**config.mk**
```make
export PLATFORM = sky130hd
export DESIGN_NAME = frame_detector
export DESIGN_NICKNAME = d
export VERILOG_FILES = /design/src/fd_pkg.sv /design/src/match_if.sv /design/src/frame_matcher.sv /design/src/event_logger.sv /design/src/fd_regs.sv /design/src/frame_detector.sv
export SDC_FILE = /design/constraint.sdc
export NUM_CORES = 1
export LEC_CHECK = 0
export BUFFER_PORTS_ARGS = -buffer_cell sky130_fd_sc_hd__buf_2
export CAP_MARGIN = 20
export CORE_ASPECT_RATIO = 1.75
export CORE_MARGIN = 4
export CORE_UTILIZATION = 25
export CTS_CLUSTER_SIZE = 25
export DETAILED_ROUTE_END_ITERATION = 10
export HOLD_SLACK_MARGIN = 0.12
export PLACE_DENSITY_LB_ADDON = 0.12
export SYNTH_ARGS = -nofsm -noshare
export SYNTH_HDL_FRONTEND = slang
export SYNTH_HIERARCHICAL = 1
export SYNTH_SLANG_ARGS = --single-unit
```
**constraint.sdc**
```tcl
create_clock -name clk -period 5.62 [get_ports clk]
set_input_delay 1.405 -clock clk [delete_from_list [all_inputs] [get_ports clk]]
set_output_delay 1.405 -clock clk [all_outputs]
set_load 0.005 [all_outputs]
```
**src/fd_pkg.sv**
```systemverilog
// Sizes, register map, configuration struct and log entry struct of the frame detector
package fd_pkg;

	localparam int NUM_FILTERS = 4;
	localparam int FILT_W = $clog2(NUM_FILTERS);
	localparam int LOG_DEPTH = 8;
	localparam int PTR_W = $clog2(LOG_DEPTH);
	localparam int OCC_W = $clog2(LOG_DEPTH + 1);
	localparam int TS_W = 32;
	localparam int LEN_W = 11;
	localparam int REG_ADDR_W = 4;

	// Word addresses of the register port
	localparam logic [REG_ADDR_W-1:0] REG_CTRL = REG_ADDR_W'(0);
	localparam logic [REG_ADDR_W-1:0] REG_ETYPE0 = REG_ADDR_W'(1);
	localparam logic [REG_ADDR_W-1:0] REG_ETYPE1 = REG_ADDR_W'(2);
	localparam logic [REG_ADDR_W-1:0] REG_ETYPE2 = REG_ADDR_W'(3);
	localparam logic [REG_ADDR_W-1:0] REG_ETYPE3 = REG_ADDR_W'(4);
	localparam logic [REG_ADDR_W-1:0] REG_STATUS = REG_ADDR_W'(5);
	localparam logic [REG_ADDR_W-1:0] REG_POP = REG_ADDR_W'(6);
	localparam logic [REG_ADDR_W-1:0] REG_HEAD_TIME = REG_ADDR_W'(7);
	localparam logic [REG_ADDR_W-1:0] REG_HEAD_INFO = REG_ADDR_W'(8);

	// Shared by both matchers
	typedef struct packed {
		logic enable;
		logic [NUM_FILTERS-1:0] filter_en;
		logic [NUM_FILTERS-1:0][15:0] etype;
	} fd_cfg_t;

	// dir is 0 for receive, 1 for transmit
	typedef struct packed {
		logic [TS_W-1:0] timestamp;
		logic dir;
		logic [NUM_FILTERS-1:0] hits;
		logic [LEN_W-1:0] length;
	} log_entry_t;

endpackage

```
**src/match_if.sv**
```systemverilog
// Match event channel with valid/ready handshake and source and sink modports
`timescale 1ns/1ps
interface match_if import fd_pkg::*; ();

	logic valid;
	logic ready;
	logic [NUM_FILTERS-1:0] hits;
	logic [LEN_W-1:0] length;

	modport src (
		output valid,
		output hits,
		output length,
		input ready
	);

	modport dst (
		input valid,
		input hits,
		input length,
		output ready
	);

endinterface

```
**src/frame_matcher.sv**
```systemverilog
// EtherType matcher for one byte stream, with byte counter and a one-entry event slot
`timescale 1ns/1ps
module frame_matcher import fd_pkg::*; (
	input logic clk,
	input logic arst_n,
	input logic srst,
	input logic [7:0] data,
	input logic valid,
	input logic last,
	input fd_cfg_t cfg,
	match_if.src evt
);

	logic [LEN_W-1:0] cnt;
	logic [7:0] etype_hi;
	logic [7:0] etype_lo;
	logic [15:0] etype;
	logic [NUM_FILTERS-1:0] hit;
	logic long_enough;
	logic slot_free;
	logic load;

	// The last byte may itself be byte 13
	assign etype = (cnt == LEN_W'(13)) ? {etype_hi, data} : {etype_hi, etype_lo};

	always_comb begin
		for (int i = 0; i < NUM_FILTERS; i++) begin
			hit[i] = cfg.filter_en[i] && (cfg.etype[i] == etype);
		end
	end

	assign long_enough = cnt >= LEN_W'(13);
	// Slot frees up if the held event transfers this cycle
	assign slot_free = !evt.valid || evt.ready;
	assign load = valid && last && cfg.enable && (|hit) && long_enough && slot_free;

	always_ff @(posedge clk or negedge arst_n) begin
		if (!arst_n) begin
			cnt <= '0;
			evt.valid <= 1'b0;
		end else if (srst) begin
			cnt <= '0;
			evt.valid <= 1'b0;
		end else begin
			if (valid) begin
				if (last) begin
					cnt <= '0;
				end else if (cnt != '1) begin
					cnt <= cnt + 1'b1;
				end
			end
			if (load) begin
				evt.valid <= 1'b1;
			end else if (evt.ready) begin
				evt.valid <= 1'b0;
			end
		end
	end

	always_ff @(posedge clk) begin
		if (valid && cnt == LEN_W'(12)) begin
			etype_hi <= data;
		end
		if (valid && cnt == LEN_W'(13)) begin
			etype_lo <= data;
		end
		if (load) begin
			evt.hits <= hit;
			evt.length <= cnt + 1'b1;
		end
	end

endmodule

```
**src/event_logger.sv**
```systemverilog
// Event logger with receive-first arbitration, timestamp counter and circular log FIFO
`timescale 1ns/1ps
module event_logger import fd_pkg::*; (
	input logic clk,
	input logic arst_n,
	input logic srst,
	match_if.dst rx_evt,
	match_if.dst tx_evt,
	input logic pop,
	output log_entry_t head,
	output logic [OCC_W-1:0] occupancy,
	output logic empty
);

	log_entry_t mem [LOG_DEPTH];
	log_entry_t entry;
	logic [PTR_W-1:0] wr_ptr;
	logic [PTR_W-1:0] rd_ptr;
	logic [TS_W-1:0] ts;
	logic full;
	logic rx_take;
	logic tx_take;
	logic push;
	logic do_pop;

	function automatic logic [PTR_W-1:0] next_ptr(input logic [PTR_W-1:0] ptr);
		if (ptr == PTR_W'(LOG_DEPTH - 1)) begin
			return '0;
		end
		return ptr + 1'b1;
	endfunction

	assign full = occupancy == OCC_W'(LOG_DEPTH);
	assign empty = occupancy == '0;

	// Receive wins a tie
	assign rx_evt.ready = !full;
	assign tx_evt.ready = !full && !rx_evt.valid;

	assign rx_take = rx_evt.valid && rx_evt.ready;
	assign tx_take = tx_evt.valid && tx_evt.ready;
	assign push = rx_take || tx_take;
	assign do_pop = pop && !empty;

	always_comb begin
		entry.timestamp = ts;
		entry.dir = tx_take;
		if (rx_take) begin
			entry.hits = rx_evt.hits;
			entry.length = rx_evt.length;
		end else begin
			entry.hits = tx_evt.hits;
			entry.length = tx_evt.length;
		end
	end

	always_ff @(posedge clk or negedge arst_n) begin
		if (!arst_n) begin
			ts <= '0;
			wr_ptr <= '0;
			rd_ptr <= '0;
			occupancy <= '0;
		end else if (srst) begin
			ts <= '0;
			wr_ptr <= '0;
			rd_ptr <= '0;
			occupancy <= '0;
		end else begin
			ts <= ts + 1'b1;
			if (push) begin
				wr_ptr <= next_ptr(wr_ptr);
			end
			if (do_pop) begin
				rd_ptr <= next_ptr(rd_ptr);
			end
			case ({push, do_pop})
				2'b10: occupancy <= occupancy + 1'b1;
				2'b01: occupancy <= occupancy - 1'b1;
				default: occupancy <= occupancy;
			endcase
		end
	end

	always_ff @(posedge clk) begin
		if (push) begin
			mem[wr_ptr] <= entry;
		end
	end

	// Oldest entry stays visible until popped
	assign head = mem[rd_ptr];

endmodule

```
**src/fd_regs.sv**
```systemverilog
// Register port decoder with config, soft reset, pop strobe and head registers
`timescale 1ns/1ps
module fd_regs import fd_pkg::*; (
	input logic clk,
	input logic arst_n,
	input logic reg_valid,
	input logic reg_write,
	input logic [REG_ADDR_W-1:0] reg_addr,
	input logic [31:0] reg_wdata,
	output logic reg_ready,
	output logic reg_err,
	output logic [31:0] reg_rdata,
	output fd_cfg_t cfg,
	output logic srst,
	output logic pop,
	input log_entry_t head,
	input logic [OCC_W-1:0] occupancy,
	input logic empty
);

	logic capture;
	logic req_q;
	logic write_q;
	logic [REG_ADDR_W-1:0] addr_q;
	logic [31:0] wdata_q;
	log_entry_t head_q;
	logic is_etype;
	logic [FILT_W-1:0] etype_idx;
	logic [31:0] rd_word;
	logic err_next;

	// No new request until the previous one has been answered
	assign capture = reg_valid && !req_q && !reg_ready;

	assign is_etype = (addr_q >= REG_ETYPE0) && (addr_q <= REG_ETYPE3);
	assign etype_idx = FILT_W'(addr_q - REG_ETYPE0);
	assign pop = req_q && write_q && (addr_q == REG_POP) && !empty;

	always_comb begin
		rd_word = '0;
		err_next = 1'b0;
		if (write_q) begin
			err_next = !((addr_q == REG_CTRL) || is_etype || (addr_q == REG_POP));
		end else if (is_etype) begin
			rd_word = {16'd0, cfg.etype[etype_idx]};
		end else begin
			case (addr_q)
				REG_CTRL: rd_word = {24'd0, cfg.filter_en, 2'b00, srst, cfg.enable};
				REG_STATUS: rd_word = 32'(occupancy);
				REG_POP: rd_word = '0;
				REG_HEAD_TIME: rd_word = head_q.timestamp;
				REG_HEAD_INFO: rd_word = {5'd0, head_q.length, 8'd0, head_q.hits, 3'd0, head_q.dir};
				default: err_next = 1'b1;
			endcase
		end
	end

	always_ff @(posedge clk or negedge arst_n) begin
		if (!arst_n) begin
			req_q <= 1'b0;
			reg_ready <= 1'b0;
			reg_err <= 1'b0;
			reg_rdata <= '0;
			cfg <= '0;
			srst <= 1'b0;
			head_q <= '0;
		end else begin
			req_q <= capture;
			reg_ready <= req_q;
			if (req_q) begin
				reg_rdata <= rd_word;
				reg_err <= err_next;
			end
			// srst stays writable while set
			if (req_q && write_q && addr_q == REG_CTRL) begin
				cfg.enable <= wdata_q[0];
				srst <= wdata_q[1];
				cfg.filter_en <= wdata_q[7:4];
			end
			if (req_q && write_q && is_etype) begin
				cfg.etype[etype_idx] <= wdata_q[15:0];
			end
			if (pop) begin
				head_q <= head;
			end
		end
	end

	always_ff @(posedge clk) begin
		if (capture) begin
			write_q <= reg_write;
			addr_q <= reg_addr;
			wdata_q <= reg_wdata;
		end
	end

endmodule

```
**src/frame_detector.sv**
```systemverilog
// Frame detector top level with two matchers, event logger and register block
`timescale 1ns/1ps
module frame_detector import fd_pkg::*; (
	input logic clk,
	input logic arst_n,
	input logic [7:0] rx_data,
	input logic rx_valid,
	input logic rx_last,
	input logic [7:0] tx_data,
	input logic tx_valid,
	input logic tx_last,
	input logic reg_valid,
	input logic reg_write,
	input logic [REG_ADDR_W-1:0] reg_addr,
	input logic [31:0] reg_wdata,
	output logic reg_ready,
	output logic [31:0] reg_rdata,
	output logic reg_err
);

	fd_cfg_t cfg;
	logic srst;
	logic pop;
	logic empty;
	log_entry_t head;
	logic [OCC_W-1:0] occupancy;

	match_if rx_if ();
	match_if tx_if ();

	frame_matcher rx_matcher (
		.clk(clk),
		.arst_n(arst_n),
		.srst(srst),
		.data(rx_data),
		.valid(rx_valid),
		.last(rx_last),
		.cfg(cfg),
		.evt(rx_if.src)
	);

	frame_matcher tx_matcher (
		.clk(clk),
		.arst_n(arst_n),
		.srst(srst),
		.data(tx_data),
		.valid(tx_valid),
		.last(tx_last),
		.cfg(cfg),
		.evt(tx_if.src)
	);

	event_logger logger (
		.clk(clk),
		.arst_n(arst_n),
		.srst(srst),
		.rx_evt(rx_if.dst),
		.tx_evt(tx_if.dst),
		.pop(pop),
		.head(head),
		.occupancy(occupancy),
		.empty(empty)
	);

	fd_regs regs (
		.clk(clk),
		.arst_n(arst_n),
		.reg_valid(reg_valid),
		.reg_write(reg_write),
		.reg_addr(reg_addr),
		.reg_wdata(reg_wdata),
		.reg_ready(reg_ready),
		.reg_err(reg_err),
		.reg_rdata(reg_rdata),
		.cfg(cfg),
		.srst(srst),
		.pop(pop),
		.head(head),
		.occupancy(occupancy),
		.empty(empty)
	);

endmodule

```
## Word-level counts from Yosys, hierarchy flattened

Memory sizes are Yosys's and may differ from the RTL's. A register that Yosys moved wholly into a read port is not among the register bits.
Index checks and enable logic that the tools add are counted.

- Output and inout bits: 34
- RAM bits: 384
- Register bits after elaboration: 254
- Input bits: 60
- Memories: 1

- Mux-type cells: 47
- Eq/ne operators: 24
- $add $sub $neg: 8
- Reduce and logical (&&, ||, !) cells: 63
- Magnitude comparators: 6

Memories:

| memory | depth | bits a word | rd ports | clocked after Yosys merged registers in | write ports | line | RTL |
|---|---|---|---|---|---|---|---|
| logger.mem | 8 | 48 | 1 | 1 | 1 | event_logger.sv:15 | `log_entry_t mem [LOG_DEPTH];` |

Operators by type and width:

| kind | number |
|---|---|
| $eq 16x16->1 | 8 |
| $pmux 32 s4 | 1 |
| $mux 32 | 3 |
| $mux 11 | 8 |
| $bwmux 64 | 1 |
| $eq 11x4->1 const B | 4 |
| $logic_and 1x1->1 | 35 |
| $add 32x1->32 const B | 1 |
| $bmux 16 s2 | 1 |
| $demux 16 s2 | 1 |
| $mux 16 | 2 |
| $mux 3 | 8 |
| $add 11x1->11 const B | 2 |
| $ge 11x4->1 const B | 2 |
| $ne 11x11->1 const B | 2 |
| $mux 1 | 17 |
| $mux 8 | 2 |
| $mux 15 | 1 |
| $eq 4x3->1 const B | 3 |
| $reduce_bool 3->1 | 4 |
| $eq 4x4->1 const B | 2 |
| $logic_not 1->1 | 8 |
| $logic_not 4->1 | 2 |
| $pmux 4 s2 | 1 |
| 18 further kinds | 29 |

## Logic depth before layout (Yosys ltp)

Gate-level depths: netlist of run 1.

- Depth in word-level cells: 10
- Depth in mapped cells: 14
- Gate-level depth less buffers: 10

## Cells and area by module

Netlist of run 1, hierarchy kept.

Modules (own cells, without submodules):

| module | cells each | area each (sq um) | instances |
|---|---|---|---|
| event_logger | 820 | 16879.9 | 1 |
| fd_regs | 462 | 7380.8 | 1 |
| frame_matcher | 362 | 3387.0 | 2 |

## Worst setup path before layout of run 1

No wires, ideal clock.

- Path kind: flip-flop to flip-flop
- Start: register logger.occupancy[3]
- End: memory logger/mem[0][0] (netlist name), enable pin
- Data required time: 5.047 ns
- Period minus slack after synthesis: 6.209 ns
- Stages on the path, launching flop included: 5
- Library setup time: 0.573 ns
- Arrival time: 5.636 ns
- Slack: -0.589 ns
- Cells stage by stage: dfrtp_1 > or4b_2 > clkbuf_1 > nand2_1 > nor4_1

- Cells in the longest elaborated chain, start to end: 7

RTL lines:

| element | line | RTL |
|---|---|---|
| start, declared | event_logger.sv:11 | `output logic [OCC_W-1:0] occupancy,` |
| start signal, assigned | event_logger.sv:77 | `2'b10: occupancy <= occupancy + 1'b1;` |
| start signal, assigned | event_logger.sv:78 | `2'b01: occupancy <= occupancy - 1'b1;` |
| start signal, assigned | event_logger.sv:79 | `default: occupancy <= occupancy;` |
| $eq 4x4->1 * | event_logger.sv:33 | `assign full = occupancy == OCC_W'(LOG_DEPTH);` |
| $logic_not 1->1 * | event_logger.sv:37 | `assign rx_evt.ready = !full;` |
| via rx_if.ready | match_if.sv:6 | `logic ready;` |
| $logic_and 1x1->1 | event_logger.sv:38 | `assign tx_evt.ready = !full && !rx_evt.valid;` |
| $logic_and 1x1->1 | event_logger.sv:41 | `assign tx_take = tx_evt.valid && tx_evt.ready;` |
| $logic_or 1x1->1 * | event_logger.sv:42 | `assign push = rx_take \|\| tx_take;` |
| $mux 1 * | event_logger.sv:85 | `if (push) begin` |
| $mux 1 (implied by the code) * | event_logger.sv:86 | `mem[wr_ptr] <= entry;` |
| end, declared | event_logger.sv:15 |  |

Mark *: on every way through the listed nets, which the timed path passes. The rest lies on a longest branch.

## Final worst setup path of run 1

- Start: register tx_matcher.cnt[5]
- End: register tx_matcher.evt.length[6], enable pin

- Cells in the longest elaborated chain, start to end: 8

RTL lines:

| element | line | RTL |
|---|---|---|
| start, declared | frame_matcher.sv:14 | `logic [LEN_W-1:0] cnt;` |
| start signal, assigned | frame_matcher.sv:49 | `cnt <= cnt + 1'b1;` |
| $eq 11x4->1 | frame_matcher.sv:24 | `assign etype = (cnt == LEN_W'(13)) ? {etype_hi, data} : {etype_hi, etype_lo};` |
| $mux 8 | frame_matcher.sv:24 |  |
| $eq 16x16->1 | frame_matcher.sv:28 | `hit[i] = cfg.filter_en[i] && (cfg.etype[i] == etype);` |
| $logic_and 1x1->1 | frame_matcher.sv:28 |  |
| via tx_matcher.hit[0] | frame_matcher.sv:18 | `logic [NUM_FILTERS-1:0] hit;` |
| $reduce_or 4->1 | frame_matcher.sv:35 | `assign load = valid && last && cfg.enable && (\|hit) && long_enough && slot_free;` |
| $logic_and 1x1->1 (3 in series) | frame_matcher.sv:35 |  |
| via tx_matcher.load | frame_matcher.sv:21 | `logic load;` |
| end signal, assigned | frame_matcher.sv:69 | `evt.length <= cnt + 1'b1;` |
| end, declared | match_if.sv:13 | `output length,` |

The timed path passes the listed nets, and every way through them passes these cells.
A chain may end at the register's enable or synchronous reset.

==> summary.txt, run 1 <==
Outcome
  – Status: finished, final reports clean

Synth
  – Post-synthesis cell type count: 82
  – Area of the mapped netlist: 0.0310 mm^2
  – Top_reg_cell synth: edfxtp_1
  – Yosys warning total: 6
  – Top cells by area, synth: edfxtp_1, dfrtp_1, mux4_2
  – Asr flop ratio synth: approximately a third
  – Most frequent cell after synthesis: edfxtp_1
  – Yosys top cell by area: edfxtp_1
  – Seq cells post-synth: 686
  – EDFF count, synth: between 400 and 500
  – Mean post-synth cell area: 15.5 um^2
  – Share of the synthesized area in the top cell type: 45.2%
  – Mapped Cells: around 2k
  – Syn_nets: around 2.1k
  – Post-synthesis sequential area ratio: approximately 63%
  – Post-synth top cells: edfxtp_1, dfrtp_1, mux2_2, mux4_2, xnor2_1

Final layout
  – Final nets: 2181
  – Share of layout cells above drive strength 1: between 20% and 30%
  – Fillers: roughly 12k
  – Final Util: about 29%
  – Area added between synthesis and finish: 15.6%

Timing
  – Final Setup Violations: 0
  – Final Cycle Share: 72.2%
  – Highest Clock Rate: between 0.2 and 0.25 GHz
  – Actual slew at the worst max-slew pin: roughly 1.1 ns
  – Worst Clk Skew: about 0.028 ns
  – RSZ-0062 raised after global routing: no
  – Relative slew slack: between 20% and 30%
  – Final Max Slew Viols: 0
  – Total Neg Setup Slack: 0 ns
  – Final hold violations: 0
  – Crit path time final: around 4.1 ns

Routing
  – DR WL/cell: between 20 and 30 um
  – Drt pass-1 iters: 6
  – Drt drc: 0
  – Vias per cell: roughly 4.8
  – Via count: 18.1k
  – Final wirelength: around 100000 um
  – Remaining antenna violation count after routing: 0
  – Starting DRT DRC Count: 1400

Clock network
  – Clk sinks: 686
  – Postcts setup bufs: 0
  – CTS clk-pin slew, worst paths: 0.07 ns
  – CTS Buf Count: 72
  – Root Driver: clkbuf_16
  – CTS resizes: 0
  – CTS tree: yes
  – Htree depth: 3
  – Worst-Skew Late Latency: around 0.66 ns
  – Max Root-Sink Buffers: 3
  – CTS Hold Buffers Added: 0

Critical path
  – RR Startpoint: tx_matcher/cnt[5]
  – R2R depth: 9
  – Crit path DAT: 4.40 ns
  – R2R Path End: tx_matcher/evt.length[6]
  – Worst setup path category: reg -> reg
  – Req. time, crit path: 5.96 ns
  – CP Max Fanout: 15
  – Setup crit end kind: register
  – Crit path launch type: register
  – FF-to-FF setup slack: around 1.6 ns
  – CP startpoint: tx_matcher/cnt[5]
  – Critical path destination: tx_matcher/evt.length[6]

Global routing
  – Initial antenna violation count: 3
  – Largest net degree at the start of global routing: 100
  – Grt total ovfl: 0
  – GRT Util Overall: 15.6%
  – Global-route wire length before repair: roughly 150000 um
  – Number of global-route vias before repair: between 15k and 20k

Floorplanning
  – # IOs: 94
  – Core Box Area: between 0.1 and 0.15 mm^2
  – Std cell rows: 170
  – DIE AREA: roughly 0.13 mm^2
  – Initial Utilization: 25.2%
  – Die Ht: 474 um
  – Die width: about 270 um

Pwr
  – Worst vdd ir: ~0.24 mV
  – Pwr Density: ~330 mW/mm^2
  – LEAKAGE: 12.3 nW

Job
  – Max-cap viol count: 0

Worst hold path
  – HP Class: reg -> reg

Placement
  – Port Buffers: 77
  – HPWL after detailed placement: around 70000 um
  – Routability-driven placement congestion ratio: roughly 0.90
-- worst min path at each step --
stage / to / start / cells past startpoint
3_5_place_dp: regs/reg_rdata[19] / regs/reg_rdata[19] / 1
4_1_cts: regs/reg_rdata[19] / regs/reg_rdata[19] / 1
5_1_grt: regs/head_q[44] / regs/head_q[44] / 1
2_1_floorplan: regs/reg_ready / regs/req_q / 0
3_3_place_gp: regs/reg_rdata[30] / regs/head_q[46] / 1
6_report: regs/reg_rdata[19] / regs/reg_rdata[19] / 1
-- where the power goes --
group / internal (W) / switching (W) / leakage (nW)
clock network: 0.00290 / 0.00213 / 1.17
registers: 0.00557 / 0.000478 / 7.12
logic: 0.000446 / 0.000500 / 3.99
total: 0.00891 / 0.00311 / 12.3
-- stage by stage --
stage	setup WS [ns]	area (um^2)	hold slack [ns]	std cells	total power [W]
2_1_floorplan	0.694	31000	0.349	2006	0.00656
3_5_place_dp	1.44	33400	0.476	3662	0.00711
3_3_place_gp	1.42	33400	0.473	3660	0.00710
6_report	1.56	35900	0.490	3796	0.0120
4_1_cts	1.54	35900	0.492	3795	0.0122
5_1_grt	1.39	35900	0.511	3796	0.0125
-- critical path, stage by stage (launching register included) --
cell	delay, ns
dfrtp_1	0.46
or4_1	0.82
nor3_4	0.48
buf_4	0.29
mux2i_1	0.51
xnor2_2	0.14
nor4b_2	0.40
a31oi_1	0.13
a211oi_2	0.22
buf_4	0.28
-- cells by family (layout without fill, tap and decap cells) --
group,after synthesis,count (layout),share of synthesized area [%]
simple gates,421,421,8.09
mux,317,317,15.7
fa+ha+maj,19,19,0.790
flops,686,686,62.8
buf+inv,149,304,2.18
other cells,0,1,0
compound gates,276,276,6.34
xor+xnor,138,138,4.04
-- flip-flops by register name, indices dropped and copies added (netlist names), 8 cells and up --
register / count
logger/ts: 32
rx_matcher/cnt: 11
regs/cfg: 69
tx_matcher/evt.length: 11
tx_matcher/etype_lo: 8
regs/head_q: 48
rx_matcher/etype_lo: 8
rx_matcher/etype_hi: 8
regs/reg_rdata: 32
regs/wdata_q: 16
tx_matcher/etype_hi: 8
tx_matcher/cnt: 11
logger/mem: 384
rx_matcher/evt.length: 11
-- routing by layer --
layer	GRT usage [%]	routed length [um]
met5	0	0
met4	9.06	6450
met3	2.01	2880
met2	29.2	54900
met1	16.5	36500
-- layout by cell type (no fill, tap or decap), types with 11 or more instances in the layout --
master	n
clkbuf_1	14
nor4_1	18
and3_1	14
mux2_4	20
ha_1	18
mux4_2	112
or4_1	20
nand3_1	47
edfxtp_1	467
nand4_1	38
a22o_1	16
nand2b_1	22
xor2_1	39
a32o_1	13
mux2_2	158
dfrtp_1	215
o31ai_1	25
clkbuf_16	74
nand2_1	68
a22oi_1	29
nor2b_1	22
o2bb2ai_1	11
mux2i_1	23
nor3_1	23
inv_1	54
nor2_1	66
xnor2_1	93
clkinv_1	13
and2_1	13
buf_4	36
o21ai_0	48
buf_2	77
a21oi_1	51
-- layout make-up --
type	count	area [um^2]	area share (%)
sequential	686	19500	54.4
multi-input combinational	1171	10900	30.5
tap	1634	2040	5.70
clock buffer	91	1950	5.42
timing repair buffer	117	738	2.06
clock inverter	42	488	1.36
inverter	54	203	0.565
antenna	1	2.50	0.00697
(Power assumes the default switching activity.)
==> inputs of run 2 (changes only) <==
ABC_AREA = 1   (was unset)
clock period = 4.2 ns   (was 5.62 ns; I/O delays follow)
==> run 2 against run 1 <==
Combinational power increased to 2.8 times the previous value. Power grew 44%. Count of clock-buffer cells in the layout is 1 higher. Clock power rose by 28%. Final cell count is 30% higher. Critical path type unchanged. Worst hold slack worse by 0.17 ns.
==> summary.txt, run 2 <==
Clock network
  – CTS tree: yes (unchanged)
  – CTS clk-pin slew, worst paths: 0.07 ns (about the same)
  – Root Driver: clkbuf_16 (unchanged)
  – Clk sinks: 686 (unchanged)
  – CTS Hold Buffers Added: 0 (unchanged)
  – Max Root-Sink Buffers: 3 (unchanged)
  – CTS Buf Count: 70 (was 72)
  – CTS resizes: 0 (unchanged)
  – Htree depth: 3 (unchanged)
  – Worst-Skew Late Latency: 0.65 ns (was 0.66 ns)
  – Postcts setup bufs: 0 (unchanged)

Timing
  – Relative slew slack: 34.0% (was 26.0%)
  – Highest Clock Rate: 0.300 GHz (was 0.247 GHz)
  – Final hold violations: 0 (unchanged)
  – Final Max Slew Viols: 0 (unchanged)
  – Actual slew at the worst max-slew pin: 0.990 ns (was 1.10 ns)
  – Crit path time final: 3.33 ns (was 4.06 ns)
  – RSZ-0062 raised after global routing: no (unchanged)
  – Final Setup Violations: 0 (unchanged)
  – Final Cycle Share: 79.2% (was 72.2%)
  – Worst Clk Skew: 0.0181 ns (was 0.0281 ns)
  – Total Neg Setup Slack: 0 ns (unchanged)

Synth
  – Asr flop ratio synth: 31.9% (unchanged)
  – Area of the mapped netlist: 0.0316 mm^2 (was 0.0310 mm^2)
  – Mean post-synth cell area: 10.1 um^2 (was 15.5 um^2)
  – Seq cells post-synth: 686 (unchanged)
  – Top cells by area, synth: edfxtp_1, dfrtp_1, nand2_1 (was edfxtp_1, dfrtp_1, mux4_2)
  – Most frequent cell after synthesis: nand2_1 (was edfxtp_1)
  – Top_reg_cell synth: edfxtp_1 (unchanged)
  – Yosys warning total: 6 (unchanged)
  – EDFF count, synth: 467 (unchanged)
  – Syn_nets: 3211 (was 2085)
  – Post-synth top cells: nand2_1, edfxtp_1, nor2_1, dfrtp_1, inv_1 (was edfxtp_1, dfrtp_1, mux2_2, mux4_2, xnor2_1)
  – Share of the synthesized area in the top cell type: 44.4% (was 45.2%)
  – Post-synthesis sequential area ratio: 61.7% (was 62.8%)
  – Yosys top cell by area: edfxtp_1 (unchanged)
  – Post-synthesis cell type count: 46 (was 82)
  – Mapped Cells: 3132 (was 2006)

Final layout
  – Biggest regs: logger/mem x384, regs/cfg x69, regs/head_q x48 (unchanged)
  – Post-route cell area: 0.0362 mm^2 (was 0.0359 mm^2)
  – Max reg flops: 384 (unchanged)
  – Most frequent cells in the layout: nand2_1, edfxtp_1, nor2_1 (was edfxtp_1, dfrtp_1, mux2_2)
  – Area added between synthesis and finish: 14.6% (was 15.6%)
  – Final nets: 3294 (was 2181)
  – Share of layout cells above drive strength 1: 12.0% (was 26.3%)
  – Most common cell after layout, fill and taps aside: nand2_1 (was edfxtp_1)
  – Most flop-heavy register: logger/mem (unchanged)

Floorplanning
  – DIE AREA: 0.132 mm^2 (was 0.130 mm^2)
  – Die width: 277 um (was 274 um)
  – Core Box Area: 0.126 mm^2 (was 0.123 mm^2)
  – Die Ht: 478 um (was 474 um)
  – Std cell rows: 172 (was 170)
  – # IOs: 94 (unchanged)
  – Initial Utilization: 25.2% (about the same)

Routing
  – Drt drc: 0 (unchanged)
  – Via count: 21.9k (was 18.1k)
  – Final wirelength: 107000 um (was 101000 um)
  – Remaining antenna violation count after routing: 0 (unchanged)
  – Vias per cell: 4.44 (was 4.78)
  – Drt pass-1 iters: 5 (was 6)
  – DR WL/cell: 21.8 um (was 26.5 um)
  – Starting DRT DRC Count: 1285 (was 1400)

Critical path
  – CP startpoint: rx_matcher/etype_hi[7] (was tx_matcher/cnt[5])
  – RR Startpoint: rx_matcher/etype_hi[7] (was tx_matcher/cnt[5])
  – Req. time, crit path: 4.56 ns (was 5.96 ns)
  – Setup crit end kind: register (unchanged)
  – Crit path DAT: 3.69 ns (was 4.40 ns)
  – CP Max Fanout: 12 (was 15)
  – FF-to-FF setup slack: 0.87 ns (was 1.56 ns)
  – Worst setup path category: reg -> reg (unchanged)
  – Crit path launch type: register (unchanged)

Global routing
  – Initial antenna violation count: 1 (was 3)
  – GRT Util Overall: 16.0% (was 15.6%)
  – Number of global-route vias before repair: 22.4k (was 19.5k)
  – Largest net degree at the start of global routing: 91 (was 100)
  – Grt total ovfl: 0 (unchanged)
  – Global-route wire length before repair: 156000 um (was 146000 um)

Pwr
  – LEAKAGE: 14.2 nW (was 12.3 nW)
  – Worst vdd ir: 0.311 mV (was 0.242 mV)
  – Pwr Density: 478 mW/mm^2 (was 335 mW/mm^2)

Placement
  – Routability-driven placement congestion ratio: 0.882 (was 0.895)
  – HPWL after detailed placement: 72800 um (was 69800 um)
  – Port Buffers: 77 (unchanged)
  – Placed Area: 0.0339 mm^2 (was 0.0334 mm^2)

Worst hold path
  – HP Class: in -> async (was reg -> reg)

Job
  – Max-cap viol count: 0 (unchanged)

Outcome
  – Status: finished, final reports clean (unchanged)
==> run 2: path summary, 6_finish.rpt <==
| check | depth (start not counted) | endpoint |
|---|---|---|
| worst max-delay path | 14 | rx_matcher/evt.length[9] |
| worst min-delay path | 1 | rx_matcher/cnt[10] |
| worst max register to register | 14 | rx_matcher/evt.length[9] |
| worst min register to register | 2 | regs/reg_rdata[18] |
| max in group asynchronous | 2 | regs/cfg[41] |
| min in group clk | 2 | regs/reg_rdata[18] |
==> run 2: cell families (layout without fill, tap and decap cells) <==
group / Yosys count / in the layout / share of synthesized area, %
AND/OR/NAND/NOR: 1571 / 1571 / 21.1
XOR/XNOR: 40 / 40 / 1.11
AO/OA/AOI/OAI: 360 / 360 / 6.78
buffers and inverters: 345 / 483 / 4.96
flip-flops: 686 / 686 / 61.7
multiplexers: 111 / 111 / 3.57
other: 0 / 3 / 0
adder cells (fa/ha/maj): 19 / 19 / 0.776
==> run 2: final cells by class <==
cell class / instances / area, um^2
antenna: 3 / 7.51
tap: 1653 / 2070
fill: 13287 / 89500
inverter: 232 / 891
clock buffer: 92 / 1920
clock inverter: 35 / 362
timing repair buffer: 124 / 848
multi-input combinational: 2101 / 10600
sequential: 686 / 19500
==> run 2: stage by stage <==
step                power (W)  hold WS [ns]  instances  setup WS, ns  utilization (%)
floorplan              0.0101         0.442       3132         0.825                -
global placement       0.0111         0.462       4796         0.862             27.0
detailed placement     0.0111         0.465       4796         0.869             27.0
CTS                    0.0177         0.295       4923         0.839             28.8
global route           0.0182         0.326       4924         0.640             28.8
finish                 0.0173         0.315       4926         0.872             28.8
==> run 2: critical path: stages, from the launching register on <==
cell,delay [ns]
edfxtp_1,0.69
inv_1,0.21
nand2_1,0.09
o21ai_0,0.06
nand3b_1,0.18
nor2_1,0.58
nand2_1,0.13
nor2_1,0.13
nand2_1,0.05
nor2_1,0.15
nor2_1,0.05
nand2_1,0.07
nand2_2,0.06
nor2_1,0.36
buf_12,0.21
==> run 2: metal layers <==
layer | track usage, % | share of wire, % | wire length [um] | vias up
li1 | - | - | - | 10708
met1 | 16.8 | 37 | 39700 | 10673
met2 | 31.8 | 56 | 60500 | 370
met3 | 1.89 | 2.6 | 2810 | 133
met4 | 6.39 | 4.2 | 4480 | 0
met5 | 0 | 0 | 0 | -
==> run 2: power by group <==
| group | switching [W] | total (W) | internal [W] |
|---|---|---|---|
| clock network | 0.00280 | 0.00642 | 0.00361 |
| registers | 0.000680 | 0.00828 | 0.00760 |
| logic | 0.00168 | 0.00261 | 0.000927 |
| total | 0.00516 | 0.0173 | 0.0121 |
